===== config.mk =====
export PLATFORM = sky130hd
export DESIGN_NAME = dispatchStage
export DESIGN_NICKNAME = d
export VERILOG_FILES = /design/src/source/dispatchPkg.sv /design/src/source/dispatchStage.sv /design/src/source/packetFormer.sv /design/src/source/branchMaskUpdate.sv /design/src/source/resourceCheck.sv
export SDC_FILE = /design/constraint.sdc
export NUM_CORES = 1
export LEC_CHECK = 0
export ABC_AREA = 1
export BUFFER_PORTS_ARGS = -buffer_cell sky130_fd_sc_hd__buf_2
export CAP_MARGIN = 30
export CORE_AREA = 2 2 325 327
export DETAILED_ROUTE_END_ITERATION = 8
export DIE_AREA = 0 0 327 329
export PLACE_DENSITY = 0.38
export SLEW_MARGIN = 10
export SYNTH_ARGS = -nofsm -noshare
export SYNTH_HDL_FRONTEND = slang
export SYNTH_HIERARCHICAL = 1
export SYNTH_SLANG_ARGS = --single-unit

===== constraint.sdc =====
create_clock -name clk -period 42.8 [get_ports clk]
set_clock_uncertainty 0.2 [all_clocks]
set_input_delay 2.14 -clock clk [delete_from_list [all_inputs] [get_ports clk]]
set_output_delay 2.14 -clock clk [all_outputs]
set_load 0.03 [all_outputs]

===== src/source/dispatchPkg.sv =====
// Dispatch stage package
// Core sizes, back-end queue capacities, renamed packet layout and vector types

`default_nettype none

package dispatchPkg;

  // Core sizes
  localparam int DISPATCH_WIDTH    = 4;   // Lanes per group
  localparam int CHECKPOINTS       = 4;   // Branch checkpoints
  localparam int CHECKPOINTS_LOG   = 2;
  localparam int SIZE_PC           = 32;
  localparam int SIZE_PHYSICAL_LOG = 6;   // Physical register tag width
  localparam int SIZE_RMT_LOG      = 5;   // Logical register width

  // Back-end queue capacities
  localparam int SIZE_LSQ        = 16;    // Load queue and store queue each
  localparam int SIZE_ISSUEQ     = 32;
  localparam int SIZE_ACTIVELIST = 64;

  // Renamed packet fields, listed from the MSB down as rename packs them.
  // Offsets are built up from the PC, which sits at the bottom.
  localparam int PC_LSB         = 0;
  localparam int DEST_VALID_BIT = PC_LSB + SIZE_PC;
  localparam int SRC2_LSB       = DEST_VALID_BIT + 1;
  localparam int SRC1_LSB       = SRC2_LSB + SIZE_PHYSICAL_LOG;
  localparam int OLD_PHYS_LSB   = SRC1_LSB + SIZE_PHYSICAL_LOG;
  localparam int PHYS_DEST_LSB  = OLD_PHYS_LSB + SIZE_PHYSICAL_LOG;
  localparam int CKPT_ID_LSB    = PHYS_DEST_LSB + SIZE_PHYSICAL_LOG;
  localparam int MASK_LSB       = CKPT_ID_LSB + CHECKPOINTS_LOG;
  localparam int IS_LOAD_BIT    = MASK_LSB + CHECKPOINTS;
  localparam int IS_STORE_BIT   = IS_LOAD_BIT + 1;
  localparam int LOG_DEST_LSB   = IS_STORE_BIT + 1;

  // Packet widths
  localparam int RENAMED_W = LOG_DEST_LSB + SIZE_RMT_LOG;
  localparam int AL_W      = 3 + SIZE_PC + SIZE_RMT_LOG + 2 * SIZE_PHYSICAL_LOG;
  localparam int LSQ_W     = CHECKPOINTS + 2;     // Mask, store flag, load flag

  // Field and count types
  typedef logic [SIZE_PC-1:0]           pcT;
  typedef logic [SIZE_PHYSICAL_LOG-1:0] physRegT;
  typedef logic [SIZE_RMT_LOG-1:0]      logRegT;
  typedef logic [CHECKPOINTS-1:0]       ckptMaskT;
  typedef logic [CHECKPOINTS_LOG-1:0]   ckptIdT;

  // Occupancy counts must also hold the full value
  typedef logic [$clog2(SIZE_LSQ+1)-1:0]        lsqCntT;
  typedef logic [$clog2(SIZE_ISSUEQ+1)-1:0]     iqCntT;
  typedef logic [$clog2(SIZE_ACTIVELIST+1)-1:0] alCntT;
  typedef logic [$clog2(DISPATCH_WIDTH+1)-1:0]  laneCntT;

  // Packets
  typedef logic [RENAMED_W-1:0] renamedPktT;   // Also the issue-queue packet
  typedef logic [AL_W-1:0]      alPktT;
  typedef logic [LSQ_W-1:0]     lsqPktT;

endpackage

`default_nettype wire

===== src/source/dispatchStage.sv =====
// Dispatch stage top level
// Steers a four-wide renamed group into the back end when every queue has room

`timescale 1ns/10ps
`default_nettype none

module dispatchStage
  import dispatchPkg::*;
(
  input  logic       clk,
  input  logic       rstN_i,
  input  logic       stall_i,              // Back end asks dispatch to hold
  input  logic       renameReady_i,        // Rename offers a full group
  input  logic       flagRecoverEX_i,      // Misprediction recovery in progress
  input  logic       ctrlVerified_i,
  input  ckptIdT     ctrlVerifiedId_i,
  input  renamedPktT renamedPacket_i [DISPATCH_WIDTH],

  input  lsqCntT     loadQueueCnt_i,
  input  lsqCntT     storeQueueCnt_i,
  input  iqCntT      issueQueueCnt_i,
  input  alCntT      activeListCnt_i,

  output renamedPktT issueqPacket_o [DISPATCH_WIDTH],
  output alPktT      alPacket_o [DISPATCH_WIDTH],
  output lsqPktT     lsqPacket_o [DISPATCH_WIDTH],
  output logic       dispatchValid_o,

  // Back to the rename/dispatch pipeline register, so a held group keeps
  // its masks current while it waits
  output ckptMaskT   updatedBranchMask_o [DISPATCH_WIDTH],

  output logic       backEndReady_o,       // Group taken at this edge
  output logic       stallFrontEnd_o       // Some queue lacks room
);

  logic resourceStall;
  logic dispatchGo;

  // Take the group only when rename has one and nothing holds it back
  assign dispatchGo = renameReady_i & ~resourceStall & ~stall_i & ~flagRecoverEX_i;

  assign backEndReady_o  = dispatchGo;
  assign stallFrontEnd_o = resourceStall;

  resourceCheck resourceCheck_inst (
    .renamedPacket_i (renamedPacket_i),
    .loadQueueCnt_i  (loadQueueCnt_i),
    .storeQueueCnt_i (storeQueueCnt_i),
    .issueQueueCnt_i (issueQueueCnt_i),
    .activeListCnt_i (activeListCnt_i),
    .resourceStall_o (resourceStall)
  );

  branchMaskUpdate branchMaskUpdate_inst (
    .renamedPacket_i     (renamedPacket_i),
    .ctrlVerified_i      (ctrlVerified_i),
    .ctrlVerifiedId_i    (ctrlVerifiedId_i),
    .updatedBranchMask_o (updatedBranchMask_o)
  );

  packetFormer packetFormer_inst (
    .clk                 (clk),
    .rstN_i              (rstN_i),
    .dispatchGo_i        (dispatchGo),
    .renamedPacket_i     (renamedPacket_i),
    .updatedBranchMask_i (updatedBranchMask_o),
    .issueqPacket_o      (issueqPacket_o),
    .alPacket_o          (alPacket_o),
    .lsqPacket_o         (lsqPacket_o),
    .dispatchValid_o     (dispatchValid_o)
  );

endmodule

`default_nettype wire


===== src/source/packetFormer.sv =====
// Back-end packet former
// Builds issue-queue, active-list and LSQ packets per lane and registers them
// with a valid flag for the back end

`timescale 1ns/10ps
`default_nettype none

module packetFormer
  import dispatchPkg::*;
(
  input  logic       clk,
  input  logic       rstN_i,
  input  logic       dispatchGo_i,                           // Group taken this cycle
  input  renamedPktT renamedPacket_i [DISPATCH_WIDTH],
  input  ckptMaskT   updatedBranchMask_i [DISPATCH_WIDTH],
  output renamedPktT issueqPacket_o [DISPATCH_WIDTH],
  output alPktT      alPacket_o [DISPATCH_WIDTH],
  output lsqPktT     lsqPacket_o [DISPATCH_WIDTH],
  output logic       dispatchValid_o
);

  renamedPktT issueqNext [DISPATCH_WIDTH];
  alPktT      alNext [DISPATCH_WIDTH];
  lsqPktT     lsqNext [DISPATCH_WIDTH];

  for (genvar lane = 0; lane < DISPATCH_WIDTH; lane++) begin : gLane
    pcT       pc;
    logRegT   logDest;
    physRegT  physDest;
    physRegT  oldPhysDest;
    logic     isLoad;
    logic     isStore;
    logic     destValid;

    // Every lane reads only its own packet
    assign pc          = renamedPacket_i[lane][PC_LSB +: SIZE_PC];
    assign logDest     = renamedPacket_i[lane][LOG_DEST_LSB +: SIZE_RMT_LOG];
    assign physDest    = renamedPacket_i[lane][PHYS_DEST_LSB +: SIZE_PHYSICAL_LOG];
    assign oldPhysDest = renamedPacket_i[lane][OLD_PHYS_LSB +: SIZE_PHYSICAL_LOG];
    assign isLoad      = renamedPacket_i[lane][IS_LOAD_BIT];
    assign isStore     = renamedPacket_i[lane][IS_STORE_BIT];
    assign destValid   = renamedPacket_i[lane][DEST_VALID_BIT];

    // Issue queue keeps the whole packet with the fresh mask spliced in
    assign issueqNext[lane] = {
      renamedPacket_i[lane][RENAMED_W-1:MASK_LSB+CHECKPOINTS],
      updatedBranchMask_i[lane],
      renamedPacket_i[lane][MASK_LSB-1:0]
    };

    assign alNext[lane] = {
      isLoad,
      isStore,
      pc,
      logDest,
      physDest,
      oldPhysDest,       // Freed when this instruction retires
      destValid
    };

    assign lsqNext[lane] = {updatedBranchMask_i[lane], isStore, isLoad};
  end

  // Payload holds its last group until the next one is taken
  always_ff @(posedge clk) begin
    if (dispatchGo_i) begin
      issueqPacket_o <= issueqNext;
      alPacket_o     <= alNext;
      lsqPacket_o    <= lsqNext;
    end
  end

  always_ff @(posedge clk) begin
    if (!rstN_i) begin
      dispatchValid_o <= 1'b0;
    end else begin
      dispatchValid_o <= dispatchGo_i;
    end
  end

  // The back end never sees a group straight out of reset
  assert property (@(posedge clk) !rstN_i |=> !dispatchValid_o)
    else $error("packetFormer: dispatchValid_o high in the cycle after reset");

endmodule

`default_nettype wire


===== src/source/branchMaskUpdate.sv =====
// Branch mask update
// Clears the bit of a just-verified checkpoint in the mask of every lane

`timescale 1ns/10ps
`default_nettype none

module branchMaskUpdate
  import dispatchPkg::*;
(
  input  renamedPktT renamedPacket_i [DISPATCH_WIDTH],
  input  logic       ctrlVerified_i,       // Control instruction resolved correctly
  input  ckptIdT     ctrlVerifiedId_i,     // Its checkpoint
  output ckptMaskT   updatedBranchMask_o [DISPATCH_WIDTH]
);

  ckptMaskT verifiedMask;

  // One-hot on the verified checkpoint, zero when nothing resolved
  assign verifiedMask = ckptMaskT'(ctrlVerified_i) << ctrlVerifiedId_i;

  always_comb begin
    for (int lane = 0; lane < DISPATCH_WIDTH; lane++) begin
      updatedBranchMask_o[lane] =
        renamedPacket_i[lane][MASK_LSB +: CHECKPOINTS] & ~verifiedMask;
    end
  end

endmodule

`default_nettype wire


===== src/source/resourceCheck.sv =====
// Dispatch resource check
// Counts loads and stores in the group and tests every back-end queue for room

`timescale 1ns/10ps
`default_nettype none

module resourceCheck
  import dispatchPkg::*;
(
  input  renamedPktT renamedPacket_i [DISPATCH_WIDTH],
  input  lsqCntT     loadQueueCnt_i,    // Load queue occupancy
  input  lsqCntT     storeQueueCnt_i,   // Store queue occupancy
  input  iqCntT      issueQueueCnt_i,   // Issue queue occupancy
  input  alCntT      activeListCnt_i,   // Active list occupancy
  output logic       resourceStall_o
);

  logic [DISPATCH_WIDTH-1:0] isLoad;
  logic [DISPATCH_WIDTH-1:0] isStore;
  laneCntT                   loadCnt;
  laneCntT                   storeCnt;

  logic loadFull;
  logic storeFull;
  logic issueFull;
  logic activeFull;

  always_comb begin
    loadCnt  = '0;
    storeCnt = '0;
    for (int lane = 0; lane < DISPATCH_WIDTH; lane++) begin
      isLoad[lane]  = renamedPacket_i[lane][IS_LOAD_BIT];
      isStore[lane] = renamedPacket_i[lane][IS_STORE_BIT];
      loadCnt       = loadCnt + laneCntT'(isLoad[lane]);
      storeCnt      = storeCnt + laneCntT'(isStore[lane]);
    end

    // A lane is a load, a store or neither, so the group never asks for more
    // memory entries than it has lanes
    assert (int'(loadCnt) + int'(storeCnt) <= DISPATCH_WIDTH)
      else $error("resourceCheck: %0d loads and %0d stores in one group", loadCnt, storeCnt);
  end

  // Occupancy plus new entries must stay within capacity
  assign loadFull   = (int'(loadQueueCnt_i) + int'(loadCnt)) > SIZE_LSQ;
  assign storeFull  = (int'(storeQueueCnt_i) + int'(storeCnt)) > SIZE_LSQ;
  assign issueFull  = (int'(issueQueueCnt_i) + DISPATCH_WIDTH) > SIZE_ISSUEQ;
  assign activeFull = (int'(activeListCnt_i) + DISPATCH_WIDTH) > SIZE_ACTIVELIST;

  assign resourceStall_o = loadFull | storeFull | issueFull | activeFull;

endmodule

`default_nettype wire


==> run_results.csv <==
group,metric,value,unit
cts,clock_sinks,281,
drt,dr.pass1.iters,4,
final_layout,final_cells,2703,
logic_synthesis,syn_nets,947,
logic_synthesis,yosys_warnings,6,
drt,routed_wl,48000,um
global_routing,grt_overflow,0,
logic_synthesis,netlist_area,10800,sq um
pwr,pwr_density_cell,40.7,nW/um^2
drt,vias_per_cell,2.77,
hold_path,worstHoldStart,"renamedPacket_i[126]",
place,io_buffer_count,841,
logic_synthesis,syn_inst,628,
logic_synthesis,ys_types,20,
sta,min_period,7560,ps
final_layout,mostFrequentLayoutCell,"buf_2",
cts,clockBufferDepth,3,
pwr,intPower,0.000503,W
setup_path,path_class,"primary input to output pin",
sta,post-route-period-util,17.7,%
sta,maxSlewHeadroom,37.5,%
cts,postCtsSetupBuffers,0,
final_layout,drive_gt1_share,69.3,%
global_routing,grt_max_degree,104,
logic_synthesis,yosysTopAreaCellShare,78.1,%
logic_synthesis,synth_top_area_cell,"edfxtp_1",
setup_path,crit_required,40460,ps
setup_path,cp-end-kind,"output pin",
setup_path,worstPathArrival,5220,ps
sta,worst_pin_slew,937,ps
cts,numCtsBuffers,39,
logic_synthesis,ys_seq_elements,281,
global_routing,grt_usage,8.32,%
logic_synthesis,ys_top_cells_by_area,"edfxtp_1 (78%), buf_4 (16%), nand2_1 (1.4%)",
drt,wl_per_cell,17.7,um
final_layout,finalNetCount,1602,
cts,h-tree-depth,2,
cts,cts-resized-gates,0,
run_status,status,"finished, final reports clean",
die,start_util,10.3,%
place,preCtsSetupSlack,35130,ps
sta,tns,0,ps
setup_path,crit_start,"renamedPacket_i[63]",
setup_path,cp-start-kind,"primary input",
global_routing,grt_first_pass_wirelength,60900,um
place,dpl.hpwl,39700,um
sta,timing.final.ws_setup,35240,ps
sta,finalSetupViolCount,0,
hold_path,hold_class,"primary input to flop",
sta,hold_viol_final,0,
sta,fmax,132,MHz
setup_path,cp_max_fo,15,
final_layout,area_growth,50.9,%
die,core_area,104000,sq um
cts,cts-root-buf,"clkbuf_16",
place,gp_congestion,0.813,
pwr,p_clk_share,47.3,%
cts,cts_tree,"done",
die,dieArea,108000,sq um
cts,path_clk_slew,60,ps
final_layout,final_cell_mix,"buf_2 (841), edfxtp_1 (280), nand2_1 (40), clkbuf_16 (39), inv_1 (36)",
drt,dr.first_iter.drc_count,255,
global_routing,antenna_found_initial,32,
drt,drtAntennaViolNets,0,
final_layout,postLayoutCoreUtil,15.6,%
drt,route.detailed.drc,0,
pwr,peakVddDrop,0.0215,mV
flow_run,drv_cap,0,
pwr,pwr-share-comb,6.1,%
logic_synthesis,syn_area_per_cell,17.1,sq um
sta,maxSlewViolCount,0,
cts,holdBufCountCts,0,
die,rows,119,
place,placed_cells_incl_taps,2633,
sta,rsz0062_at_grt,"false",
global_routing,grt_pass1_vias,7451,
die,dieWidth,327,um
die,boundaryPins,842,
die,die_y,329,um
logic_synthesis,yosysSeqAreaShare,78.3,%
final_layout,fillers,11600,
pwr,p_leak,6.87,nW
drt,num_vias,7496,
pwr,switching_share,23.9,%
pwr,seq_power_share,46.6,%
pwr,p_sw,0.000158,W
logic make-up after synthesis:
group	share of synthesized area (%)
AO/OA/AOI/OAI	0.0464
XOR/XNOR	0.163
adder cells (fa/ha/maj)	1.35
buffers and inverters	17.5
flip-flops	78.3
AND/OR/NAND/NOR	2.72
stage by stage:
stage	hold slack, ps	power [W]	cell area [sq um]
2_1_floorplan	2040	0.000333	10800
6_report	1530	0.000661	16300
4_1_cts	1450	0.000681	16200
3_5_place_dp	2120	0.000355	15000
5_1_grt	1460	0.000693	16200
3_3_place_gp	2120	0.000354	15000
cell type report:
cell class	instances	area (sq um)	area share, %
Sequential cell	281	8430	51.9
Tap cell	1391	1740	10.7
Antenna cell	2	5.00	0.0308
Clock inverter	21	205	1.26
Clock buffer	47	1010	6.19
Multi-Input combinational cell	78	468	2.88
Timing Repair Buffer	846	4260	26.2
Inverter	37	139	0.855
worst max-delay path: stages:
cell and delay [ps]:
buf_2 120, fa_1 560, fa_1 200, inv_1 60, fa_1 400, nand2_1 90
nand2_1 50, nor3_1 150, nand2_1 80, nand2_1 80, nand3_2 90, inv_1 60
nand2_1 70, nor2_4 350, buf_4 410, buf_2 270
state kept, by name, summed over array words and instances (netlist names):
register / cells
packetFormer_inst/dispatchValid_o: 1
packetFormer_inst/alPacket_o: 4
packetFormer_inst/issueqPacket_o: 276
layer usage:
layer,global-route usage (%),up-vias,share of wire (%)
li1,-,3269,-
met1,9.47,3568,38
met2,13.8,546,48
met3,3.58,105,11
met4,3.16,8,3.3
met5,0,-,0.12
cell usage after synthesis:
cell,number
buf_4,232
dfxtp_1,1
nor2_2,2
edfxtp_1,280
nand3b_1,1
nand2_1,40
ha_1,2
xnor2_1,1
inv_1,36
nor3_2,1
xor2_1,1
or2_0,1
nand3_2,2
nor2_1,12
fa_1,6
clkinv_1,1
a21oi_1,1
nor3_1,2
nand3_1,5
nand2_2,1
power groups by stage:
stage          combinational [W]  sequential (W)  clock, W
3_3_place_gp           0.0000410        0.000313         0
2_1_floorplan          0.0000148        0.000318         0
4_1_cts                0.0000413        0.000308  0.000332
5_1_grt                0.0000440        0.000308  0.000341
6_report               0.0000405        0.000308  0.000313
3_5_place_dp           0.0000413        0.000313         0
path summary, 6_finish.rpt:
path | slack [ps] | depth (start not counted) | end
hold / removal | 1530 | 1 | packetFormer_inst/issueqPacket_o[126]$_DFFE_PP_
setup / recovery | 35240 | 16 | backEndReady_o
No activity file was read; power rests on OpenSTA's default activity.
